==> config.mk <==
export PLATFORM = sky130hd
export DESIGN_NAME = stall_injector_top
export DESIGN_NICKNAME = d
export VERILOG_FILES = /design/src/verilog/stall_pkg.sv /design/src/verilog/stall_injector_top.sv /design/src/verilog/stall_resp_ctrl.sv /design/src/verilog/stall_resp_buffer.sv /design/src/verilog/stall_grant_ctrl.sv /design/src/verilog/stall_lfsr.sv /design/src/verilog/stall_cfg_regs.sv
export VERILOG_INCLUDE_DIRS = /design/src /design/src/verilog
export SDC_FILE = /design/constraint.sdc
export NUM_CORES = 1
export LEC_CHECK = 0
export ABC_AREA = 1
export BUFFER_PORTS_ARGS = -buffer_cell sky130_fd_sc_hd__buf_2
export CORE_MARGIN = 2
export CORE_UTILIZATION = 50
export DETAILED_ROUTE_END_ITERATION = 10
export PLACE_DENSITY = 0.81
export SLEW_MARGIN = 5
export SYNTH_ARGS = -nofsm -noshare
export SYNTH_HDL_FRONTEND = slang
export SYNTH_SLANG_ARGS = --single-unit
export TNS_END_PERCENT = 10
==> constraint.sdc <==
create_clock -name clk_i -period 3.3 [get_ports clk_i]
set_input_delay 0.495 -clock clk_i [delete_from_list [all_inputs] [get_ports clk_i]]
set_output_delay 0.495 -clock clk_i [all_outputs]
set_load 0.01 [all_outputs]
==> src/verilog/stall_settings.svh <==
`ifndef STALL_SETTINGS_SVH
`define STALL_SETTINGS_SVH

////////////////////
// Bus geometry
////////////////////

// Address and data width, same on the core and the memory side
`define STALL_ADDR_W 32
`define STALL_DATA_W 32

////////////////////
// Stall engine
////////////////////

// Response buffer depth and the outstanding transaction limit
`define STALL_MAX_OUTST 4

// Stall counters and the stall fields of the configuration
`define STALL_CNT_W 8

// LFSR start value
// An all zero state never leaves zero, so keep this nonzero
`define STALL_LFSR_SEED 16'hACE1

`endif
==> src/verilog/stall_pkg.sv <==
`include "stall_settings.svh"

package stall_pkg;

    // Stall modes
    typedef enum logic [1:0] {
        MODE_OFF    = 2'd0,
        MODE_FIXED  = 2'd1,
        MODE_RANDOM = 2'd2
    } stall_mode_e;

    // Debug register select
    typedef enum logic [1:0] {
        REG_MODE        = 2'd0,
        REG_GNT_STALL   = 2'd1,
        REG_VALID_STALL = 2'd2,
        REG_RAND_MASK   = 2'd3
    } stall_reg_e;

    // Grant side FSM
    typedef enum logic [1:0] {
        IDLE,
        STALL,
        FORWARD
    } gnt_state_e;

    // Response side FSM
    typedef enum logic {
        WAIT,
        COUNT
    } rsp_state_e;

    // Request as the core presents it
    typedef struct packed {
        logic [`STALL_ADDR_W-1:0]   addr;
        logic                       we;
        logic [`STALL_DATA_W/8-1:0] be;
        logic [`STALL_DATA_W-1:0]   wdata;
    } mem_req_t;

    // Response payload
    typedef struct packed {
        logic [`STALL_DATA_W-1:0] rdata;
    } mem_rsp_t;

    // Programmed configuration
    typedef struct packed {
        stall_mode_e             mode;
        logic [`STALL_CNT_W-1:0] gnt_stall;
        logic [`STALL_CNT_W-1:0] valid_stall;
        logic [`STALL_CNT_W-1:0] rand_mask;
    } stall_cfg_t;

    // One outstanding transaction in the response buffer
    typedef struct packed {
        logic [`STALL_CNT_W-1:0] stall;
        logic                    data_ok;
        mem_rsp_t                rsp;
    } resp_entry_t;

endpackage

==> src/verilog/stall_injector_top.sv <==
`timescale 1ns/100ps
`include "stall_settings.svh"

module stall_injector_top import stall_pkg::*; (
    input  logic                     clk_i,
    input  logic                     arst_n_i,
    // Core side
    input  logic                     req_i,
    input  mem_req_t                 core_req_i,
    output logic                     gnt_o,
    output logic                     rvalid_o,
    output mem_rsp_t                 core_rsp_o,
    // Memory side
    output logic                     mem_req_o,
    output mem_req_t                 mem_req_o_data,
    input  logic                     mem_gnt_i,
    input  logic                     mem_rvalid_i,
    input  mem_rsp_t                 mem_rsp_i,
    // Debug register port
    input  logic                     dbg_we_i,
    input  stall_reg_e               dbg_sel_i,
    input  logic [`STALL_DATA_W-1:0] dbg_wdata_i
);

    stall_cfg_t              cfg;
    logic                    rand_step;
    logic [`STALL_CNT_W-1:0] rand_val;
    logic                    push;
    logic [`STALL_CNT_W-1:0] push_stall;
    logic                    buf_full;
    resp_entry_t             head;
    logic                    head_valid;
    logic                    pop;

    ////////////////////
    // Configuration
    ////////////////////

    stall_cfg_regs u_stall_cfg_regs (
        .clk_i       (clk_i),
        .arst_n_i    (arst_n_i),
        .dbg_we_i    (dbg_we_i),
        .dbg_sel_i   (dbg_sel_i),
        .dbg_wdata_i (dbg_wdata_i),
        .cfg_o       (cfg)
    );

    // Random stall source
    stall_lfsr u_stall_lfsr (
        .clk_i    (clk_i),
        .arst_n_i (arst_n_i),
        .step_i   (rand_step),
        .val_o    (rand_val)
    );

    ////////////////////
    // Request path
    ////////////////////

    stall_grant_ctrl u_stall_grant_ctrl (
        .clk_i          (clk_i),
        .arst_n_i       (arst_n_i),
        .cfg_i          (cfg),
        .rand_val_i     (rand_val),
        .rand_step_o    (rand_step),
        .req_i          (req_i),
        .core_req_i     (core_req_i),
        .gnt_o          (gnt_o),
        .mem_req_o      (mem_req_o),
        .mem_req_data_o (mem_req_o_data),
        .mem_gnt_i      (mem_gnt_i),
        .buf_full_i     (buf_full),
        .push_o         (push),
        .push_stall_o   (push_stall)
    );

    ////////////////////
    // Response path
    ////////////////////

    stall_resp_buffer u_stall_resp_buffer (
        .clk_i        (clk_i),
        .arst_n_i     (arst_n_i),
        .push_i       (push),
        .push_stall_i (push_stall),
        .mem_rvalid_i (mem_rvalid_i),
        .mem_rsp_i    (mem_rsp_i),
        .pop_i        (pop),
        .head_o       (head),
        .head_valid_o (head_valid),
        .full_o       (buf_full)
    );

    stall_resp_ctrl u_stall_resp_ctrl (
        .clk_i        (clk_i),
        .arst_n_i     (arst_n_i),
        .head_i       (head),
        .head_valid_i (head_valid),
        .pop_o        (pop),
        .rvalid_o     (rvalid_o),
        .core_rsp_o   (core_rsp_o)
    );

endmodule

==> src/verilog/stall_resp_ctrl.sv <==
`timescale 1ns/100ps
`include "stall_settings.svh"

module stall_resp_ctrl import stall_pkg::*; (
    input  logic        clk_i,
    input  logic        arst_n_i,
    input  resp_entry_t head_i,
    input  logic        head_valid_i,
    output logic        pop_o,
    output logic        rvalid_o,
    output mem_rsp_t    core_rsp_o
);

    rsp_state_e              state_q;
    rsp_state_e              state_d;
    logic [`STALL_CNT_W-1:0] cnt_q;
    logic [`STALL_CNT_W-1:0] cnt_d;

    // Head entry is present and its data is in
    logic head_ready;

    logic     rvalid_q;
    mem_rsp_t rsp_q;

    assign head_ready = head_valid_i && head_i.data_ok;

    ////////////////////
    // FSM
    ////////////////////

    always_comb begin
        state_d = state_q;
        cnt_d   = cnt_q;
        pop_o   = 1'b0;
        case (state_q)
            WAIT: begin
                if (head_ready) begin
                    // Zero stall goes out on the next edge
                    if (head_i.stall == '0) begin
                        pop_o = 1'b1;
                    end else begin
                        state_d = COUNT;
                        cnt_d   = head_i.stall - 1'b1;
                    end
                end
            end
            COUNT: begin
                // Head stays put until popped here
                if (cnt_q == '0) begin
                    pop_o   = 1'b1;
                    state_d = WAIT;
                end else begin
                    cnt_d = cnt_q - 1'b1;
                end
            end
            default: begin
                state_d = WAIT;
            end
        endcase
    end

    always_ff @(posedge clk_i or negedge arst_n_i) begin
        if (!arst_n_i) begin
            state_q  <= WAIT;
            cnt_q    <= '0;
            rvalid_q <= 1'b0;
        end else begin
            state_q  <= state_d;
            cnt_q    <= cnt_d;
            // One cycle strobe per popped entry
            rvalid_q <= pop_o;
        end
    end

    // Read data lines up with the strobe
    always_ff @(posedge clk_i) begin
        if (pop_o) begin
            rsp_q <= head_i.rsp;
        end
    end

    assign rvalid_o   = rvalid_q;
    assign core_rsp_o = rsp_q;

endmodule

==> src/verilog/stall_resp_buffer.sv <==
`timescale 1ns/100ps
`include "stall_settings.svh"

module stall_resp_buffer import stall_pkg::*; (
    input  logic                    clk_i,
    input  logic                    arst_n_i,
    input  logic                    push_i,
    input  logic [`STALL_CNT_W-1:0] push_stall_i,
    input  logic                    mem_rvalid_i,
    input  mem_rsp_t                mem_rsp_i,
    input  logic                    pop_i,
    output resp_entry_t             head_o,
    output logic                    head_valid_o,
    output logic                    full_o
);

    localparam int DEPTH = `STALL_MAX_OUTST;
    localparam int PTR_W = (DEPTH > 1) ? $clog2(DEPTH) : 1;
    localparam int OCC_W = $clog2(DEPTH + 1);

    // Entry storage
    logic [`STALL_CNT_W-1:0] stall_mem [DEPTH];
    mem_rsp_t                rsp_mem   [DEPTH];
    logic [DEPTH-1:0]        ok_q;

    // Write, capture and read pointers plus occupancy
    logic [PTR_W-1:0] wr_ptr_q;
    logic [PTR_W-1:0] cap_ptr_q;
    logic [PTR_W-1:0] rd_ptr_q;
    logic [OCC_W-1:0] count_q;

    // Wrap at depth, which need not be a power of two
    function automatic logic [PTR_W-1:0] ptr_inc(input logic [PTR_W-1:0] ptr);
        if (ptr == PTR_W'(DEPTH - 1)) begin
            return '0;
        end else begin
            return ptr + 1'b1;
        end
    endfunction

    // Payload writes
    always_ff @(posedge clk_i) begin
        if (push_i) begin
            stall_mem[wr_ptr_q] <= push_stall_i;
        end
        // Responses come back in order, oldest open entry first
        if (mem_rvalid_i) begin
            rsp_mem[cap_ptr_q] <= mem_rsp_i;
        end
    end

    always_ff @(posedge clk_i or negedge arst_n_i) begin
        if (!arst_n_i) begin
            ok_q      <= '0;
            wr_ptr_q  <= '0;
            cap_ptr_q <= '0;
            rd_ptr_q  <= '0;
            count_q   <= '0;
        end else begin
            // New entry starts without data
            if (push_i) begin
                ok_q[wr_ptr_q] <= 1'b0;
                wr_ptr_q       <= ptr_inc(wr_ptr_q);
            end
            if (mem_rvalid_i) begin
                ok_q[cap_ptr_q] <= 1'b1;
                cap_ptr_q       <= ptr_inc(cap_ptr_q);
            end
            if (pop_i) begin
                rd_ptr_q <= ptr_inc(rd_ptr_q);
            end
            case ({push_i, pop_i})
                2'b10: begin
                    count_q <= count_q + 1'b1;
                end
                2'b01: begin
                    count_q <= count_q - 1'b1;
                end
                default: begin
                end
            endcase
        end
    end

    assign head_valid_o = (count_q != '0);
    assign full_o       = (count_q == OCC_W'(DEPTH));

    // Head sees arriving data in the capture cycle itself
    // An open head is always the one the memory answers
    always_comb begin
        head_o.stall   = stall_mem[rd_ptr_q];
        head_o.data_ok = ok_q[rd_ptr_q] | mem_rvalid_i;
        head_o.rsp     = ok_q[rd_ptr_q] ? rsp_mem[rd_ptr_q] : mem_rsp_i;
    end

endmodule

==> src/verilog/stall_grant_ctrl.sv <==
`timescale 1ns/100ps
`include "stall_settings.svh"

module stall_grant_ctrl import stall_pkg::*; (
    input  logic                    clk_i,
    input  logic                    arst_n_i,
    input  stall_cfg_t              cfg_i,
    input  logic [`STALL_CNT_W-1:0] rand_val_i,
    output logic                    rand_step_o,
    input  logic                    req_i,
    input  mem_req_t                core_req_i,
    output logic                    gnt_o,
    output logic                    mem_req_o,
    output mem_req_t                mem_req_data_o,
    input  logic                    mem_gnt_i,
    input  logic                    buf_full_i,
    output logic                    push_o,
    output logic [`STALL_CNT_W-1:0] push_stall_o
);

    gnt_state_e              state_q;
    gnt_state_e              state_d;
    logic [`STALL_CNT_W-1:0] cnt_q;
    logic [`STALL_CNT_W-1:0] cnt_d;

    // Stall values picked for the current mode
    logic [`STALL_CNT_W-1:0] rand_cnt;
    logic [`STALL_CNT_W-1:0] gnt_stall;
    logic [`STALL_CNT_W-1:0] rsp_stall;

    logic fwd_en;
    logic handshake;
    logic draw_gnt;

    ////////////////////
    // Stall selection
    ////////////////////

    // Random draws never exceed the programmed mask
    assign rand_cnt = rand_val_i & cfg_i.rand_mask;

    always_comb begin
        case (cfg_i.mode)
            MODE_FIXED: begin
                gnt_stall = cfg_i.gnt_stall;
                rsp_stall = cfg_i.valid_stall;
            end
            MODE_RANDOM: begin
                gnt_stall = rand_cnt;
                rsp_stall = rand_cnt;
            end
            default: begin
                gnt_stall = '0;
                rsp_stall = '0;
            end
        endcase
    end

    ////////////////////
    // Forwarding
    ////////////////////

    // A zero stall forwards in the very cycle the request shows up
    always_comb begin
        case (state_q)
            IDLE: begin
                fwd_en = (gnt_stall == '0);
            end
            STALL: begin
                fwd_en = (cnt_q == '0);
            end
            FORWARD: begin
                fwd_en = 1'b1;
            end
            default: begin
                fwd_en = 1'b0;
            end
        endcase
    end

    // Hold off while every response slot is taken
    assign mem_req_o      = req_i && fwd_en && !buf_full_i;
    assign mem_req_data_o = core_req_i;
    assign handshake      = mem_req_o && mem_gnt_i;
    assign gnt_o          = handshake;

    // Reserve the response slot right at the handshake
    assign push_o       = handshake;
    assign push_stall_o = rsp_stall;

    // One LFSR step per count drawn from it
    assign draw_gnt    = (state_q == IDLE) && req_i;
    assign rand_step_o = (cfg_i.mode == MODE_RANDOM) && (draw_gnt || handshake);

    ////////////////////
    // FSM
    ////////////////////

    always_comb begin
        state_d = state_q;
        cnt_d   = cnt_q;
        case (state_q)
            IDLE: begin
                // A granted zero stall request is already done
                if (req_i && !handshake) begin
                    if (gnt_stall == '0) begin
                        state_d = FORWARD;
                    end else begin
                        state_d = STALL;
                        cnt_d   = gnt_stall - 1'b1;
                    end
                end
            end
            STALL: begin
                if (cnt_q != '0) begin
                    cnt_d = cnt_q - 1'b1;
                end else if (handshake) begin
                    state_d = IDLE;
                end else begin
                    state_d = FORWARD;
                end
            end
            FORWARD: begin
                // Memory back-pressure just keeps us here
                if (handshake) begin
                    state_d = IDLE;
                end
            end
            default: begin
                state_d = IDLE;
            end
        endcase
    end

    always_ff @(posedge clk_i or negedge arst_n_i) begin
        if (!arst_n_i) begin
            state_q <= IDLE;
            cnt_q   <= '0;
        end else begin
            state_q <= state_d;
            cnt_q   <= cnt_d;
        end
    end

endmodule

==> src/verilog/stall_lfsr.sv <==
`timescale 1ns/100ps
`include "stall_settings.svh"

module stall_lfsr (
    input  logic                    clk_i,
    input  logic                    arst_n_i,
    input  logic                    step_i,
    output logic [`STALL_CNT_W-1:0] val_o
);

    // Feedback taps for x^16 + x^14 + x^13 + x^11 + 1
    localparam logic [15:0] TAPS = 16'hB400;

    logic [15:0] lfsr_q;
    logic [15:0] lfsr_next;

    // Galois form, shift right and fold the output bit into the taps
    always_comb begin
        lfsr_next = {1'b0, lfsr_q[15:1]};
        if (lfsr_q[0]) begin
            lfsr_next = lfsr_next ^ TAPS;
        end
    end

    // Only moves when a random count is drawn
    always_ff @(posedge clk_i or negedge arst_n_i) begin
        if (!arst_n_i) begin
            lfsr_q <= `STALL_LFSR_SEED;
        end else if (step_i) begin
            lfsr_q <= lfsr_next;
        end
    end

    // Low bits serve as the raw stall count
    assign val_o = lfsr_q[`STALL_CNT_W-1:0];

endmodule

==> src/verilog/stall_cfg_regs.sv <==
`timescale 1ns/100ps
`include "stall_settings.svh"

module stall_cfg_regs import stall_pkg::*; (
    input  logic                     clk_i,
    input  logic                     arst_n_i,
    input  logic                     dbg_we_i,
    input  stall_reg_e               dbg_sel_i,
    input  logic [`STALL_DATA_W-1:0] dbg_wdata_i,
    output stall_cfg_t               cfg_o
);

    // Mode field of the write data
    logic [1:0] mode_wr;

    // Set for encodings that name a real mode
    logic       mode_legal;

    assign mode_wr = dbg_wdata_i[1:0];

    always_comb begin
        case (mode_wr)
            MODE_OFF, MODE_FIXED, MODE_RANDOM: begin
                mode_legal = 1'b1;
            end
            default: begin
                mode_legal = 1'b0;
            end
        endcase
    end

    ////////////////////
    // Register bank
    ////////////////////

    // Write only, each field keeps the low bits of the write
    always_ff @(posedge clk_i or negedge arst_n_i) begin
        if (!arst_n_i) begin
            // Come up with no stalls at all
            cfg_o.mode        <= MODE_OFF;
            cfg_o.gnt_stall   <= '0;
            cfg_o.valid_stall <= '0;
            cfg_o.rand_mask   <= '0;
        end else if (dbg_we_i) begin
            case (dbg_sel_i)
                REG_MODE: begin
                    // Undefined mode codes are dropped
                    if (mode_legal) begin
                        cfg_o.mode <= stall_mode_e'(mode_wr);
                    end
                end
                REG_GNT_STALL: begin
                    cfg_o.gnt_stall <= dbg_wdata_i[`STALL_CNT_W-1:0];
                end
                REG_VALID_STALL: begin
                    cfg_o.valid_stall <= dbg_wdata_i[`STALL_CNT_W-1:0];
                end
                REG_RAND_MASK: begin
                    cfg_o.rand_mask <= dbg_wdata_i[`STALL_CNT_W-1:0];
                end
                default: begin
                end
            endcase
        end
    end

endmodule

==> results.py <==
metrics = {
    "cells_and_area": {
        "area_delta_synth_final_pct": 8.76,
        "nFillCells": 1950,
        "final_common_cell": "nand2_1",
        "seq_area_um2": 7650,
        "antenna_cells": 0,
        "drive_gt1_share_pct": 14.1,
        "final_cell_mix": "nand2_1, edfxtp_1, nor2_1, o21ai_0, buf_2",
        "fin_nets": 1302,
        "multi_input_area_um2": 3250,
    },
    "global_route": {
        "grt_max_degree": 76,
        "antenna_found_initial": 0,
        "grt-ovfl-total": 0,
        "grt_pass1_wl_mm": 37.1,
        "grt_pass1_vias": 7512,
        "grt.total_usage_pct": 18.7,
    },
    "critical_path": {
        "critPathMostFrequentCell": "inv_1",
        "crit_path_cell_trace": "inv_1 > ha_4 > inv_1 > nand2_1 > nand2_1 > nor2_1 > nand2_2 > nand2_4 > nand3_4 > buf_4 > inv_1 > buf_2",
        "cp-start-kind": "register",
        "crit_buf_inv": 5,
        "path_class": "register to output port",
        "r2r-end": "u_stall_resp_buffer.count_q[2]$_DFFE_PN0P_",
        "crit_arrival_ns": 2.52,
        "critPathSlowestCell": "dfrtp_1",
        "rr_worst_depth": 16,
        "reg2reg_slack_ns": 0.52,
        "critPathCaptureType": "output port",
        "critical_path.top_delay_family": "buffers and inverters",
        "cp.required_ns": 2.80,
        "reg2reg_from": "u_stall_resp_buffer.rd_ptr_q[0]$_DFFE_PN0P_",
        "max_stage_delay_ns": 0.38,
        "critPathMaxFanout": 13,
    },
    "clock_tree": {
        "cts.sinks": 267,
        "htreeDepth": 1,
        "ctsLongestPathBuffers": 3,
        "root_buffer": "clkbuf_16",
        "post_cts_buffers": 0,
        "cts_tree": "built",
        "cts_buffers": 27,
        "clock_latency_ns": 0.53,
        "clkTransAtPathRegs_ns": 0.06,
    },
    "synth": {
        "avgSynthCellArea_um2": 10.4,
        "postSynthCellCount": 1136,
        "yosys.cell_types.count": 34,
        "synth_seq_cells": 267,
        "synth_area_um2": 11900,
        "yosysWarnings": 0,
        "ys_seq_area_share_pct": 64.5,
        "syn_nets": 1292,
    },
    "die": {
        "start_util_pct": 50.7,
        "die_area_um2": 25000,
        "num_io_pins": 245,
        "core_um2": 23400,
        "die_w_um": 158,
        "die_h_um": 158,
        "fp-row-count": 56,
    },
    "sta": {
        "worstMarginPinSlew_ns": 0.941,
        "finalSetupViolCount": 0,
        "drv_slew": 0,
        "skew_ns": 0.00965,
        "fmax_ghz": 0.332,
        "max_slew_margin_pct": 37.3,
        "fin_crit_sh_pct": 91.4,
        "whs_ns": 0.114,
        "tns_ns": 0,
        "final-hold-violation-count": 0,
        "period_needed_ns": 3.02,
        "grt_setup_unrepaired": "false",
    },
    "routing": {
        "postRouteAntennaNets": 0,
        "post_drt_wl_per_cell_um": 15.5,
        "drt_iter0_markers": 547,
        "route.detailed.drc": 0,
        "route.vias.total": 7781,
        "dr.pass1.iters": 5,
        "avgViaCountPerCell": 5.24,
        "routed_wl_mm": 23.0,
    },
    "status": {
        "status": "complete, no violations",
    },
    "power": {
        "max-vdd-ir-drop_mv": 0.522,
        "leakage_nw": 5.31,
        "power.density_nw_per_um2": 852,
    },
    "place": {
        "place_hpwl_mm": 13.5,
        "io_buffers": 82,
        "place.gp.congestion": 0.826,
    },
    "run": {
        "max_cap_viol_count": 0,
    },
    "hold_path": {
        "hold_path_class": "input pin to async pin",
    },
}
==> registers in the layout, indices dropped and copies added, names as in the netlist <==
register and cells:
u_stall_resp_buffer.wr_ptr_q 2, u_stall_cfg_regs.cfg_o 26, u_stall_resp_buffer.rd_ptr_q 2, u_stall_resp_ctrl.state_q 1
u_stall_grant_ctrl.state_q 2, u_stall_resp_buffer.cap_ptr_q 2, u_stall_resp_buffer.rsp_mem 128, u_stall_resp_ctrl.core_rsp_o 32
u_stall_resp_ctrl.cnt_q 8, u_stall_grant_ctrl.cnt_q 8, u_stall_resp_ctrl.rvalid_o 1, u_stall_lfsr.lfsr_q 16
u_stall_resp_buffer.count_q 3, u_stall_resp_buffer.ok_q 4, u_stall_resp_buffer.stall_mem 32
==> final cells by class <==
cell class | instances | share of cell area, %
sequential | 267 | 59.3
clock buffer | 32 | 5.38
multi-input combinational | 697 | 25.2
clock inverter | 18 | 1.28
timing repair buffer | 99 | 4.19
tap | 319 | 3.09
inverter | 54 | 1.57
==> where the power goes <==
part	leakage [nW]	internal, mW	total (mW)	switching, mW
Clock	0.418	1.73	2.95	1.21
Sequential	2.67	4.38	4.69	0.311
Combinational	2.23	1.08	3.36	2.28
Total	5.31	7.19	11.0	3.80
==> cells in the mapped netlist <==
master    count  share of area (%)
nand3_2       1              0.084
nand2_2       2               0.11
clkinv_1      1              0.032
o31ai_1       1              0.063
o21ai_2       1              0.074
nand3_1      58                2.4
fa_1          1               0.17
buf_4        73                4.6
nand2_1     234                7.4
inv_2         2              0.063
o21ai_1       6               0.25
a31oi_1      32                1.7
or2_2         1              0.053
inv_1        51                1.6
buf_2        19               0.80
nor3_1        1              0.042
xor2_1        4               0.30
a21oi_1      13               0.55
clkbuf_1     17               0.54
buf_6         5               0.47
dfstp_2       8                1.8
nor4_1        1              0.053
nor2_1      186                5.9
nand3b_1      2               0.13
xnor2_1       7               0.52
nor2_2        2               0.11
dfrtp_1      67                 14
nand3_4       1               0.15
o21ai_0     123                5.2
o211ai_1      1              0.063
buf_1         4               0.13
nand2_4       5               0.47
edfxtp_1    192                 49
ha_1         14                1.5
==> worst max-delay path by stage <==
stage / depth (start not counted) / to / from
2_1_floorplan: 17 / u_stall_resp_buffer.count_q[2]$_DFFE_PN0P_ / u_stall_resp_buffer.rd_ptr_q[1]$_DFFE_PN0P_
3_3_place_gp: 16 / u_stall_resp_buffer.count_q[2]$_DFFE_PN0P_ / u_stall_cfg_regs.cfg_o[24]$_DFFE_PN0P_
3_5_place_dp: 16 / u_stall_resp_buffer.count_q[2]$_DFFE_PN0P_ / u_stall_cfg_regs.cfg_o[24]$_DFFE_PN0P_
4_1_cts: 12 / gnt_o / u_stall_cfg_regs.cfg_o[24]$_DFFE_PN0P_
5_1_grt: 12 / gnt_o / u_stall_cfg_regs.cfg_o[24]$_DFFE_PN0P_
6_report: 12 / gnt_o / u_stall_cfg_regs.cfg_o[24]$_DFFE_PN0P_
==> through the flow <==
stage	power (mW)	area [µm²]	setup WS [ns]	util, %	std cells
final	11.0	12900	0.285	55.2	1486
after global routing	11.8	12900	0.0676	55.2	1486
after CTS	11.1	12900	0.0731	55.1	1486
after detailed placement	8.06	12000	0.499	51.4	1436
after global placement	7.91	12000	0.567	51.4	1436
after floorplan	7.34	11900	0.148	-	1136
==> repair_timing <==
item | CTS | global route
endpoints found under the setup margin | 0 | 1
resized for setup | 0 | 3
hold buffers | 0 | 0
==> layer usage <==
layer	vias up	part of all wire [%]	global-route usage [%]
met1	3652	41	23.9
met3	46	7.2	3.26
met5	-	0	0
met2	304	49	32.4
li1	3779	-	-
met4	0	2.8	6.48
==> cell families (layout without fill, tap and decap cells) <==
group                    count (synthesis)  count (layout)  synth area share, %
AND/OR/NAND/NOR                        494             494                 16.9
flip-flops                             267             267                 64.5
AO/OA/AOI/OAI                          177             177                 7.88
buffers and inverters                  172             203                 8.27
adder cells (fa/ha/maj)                 15              15                 1.64
XOR/XNOR                                11              11                0.812
No activity file was read; power rests on OpenSTA's default activity.
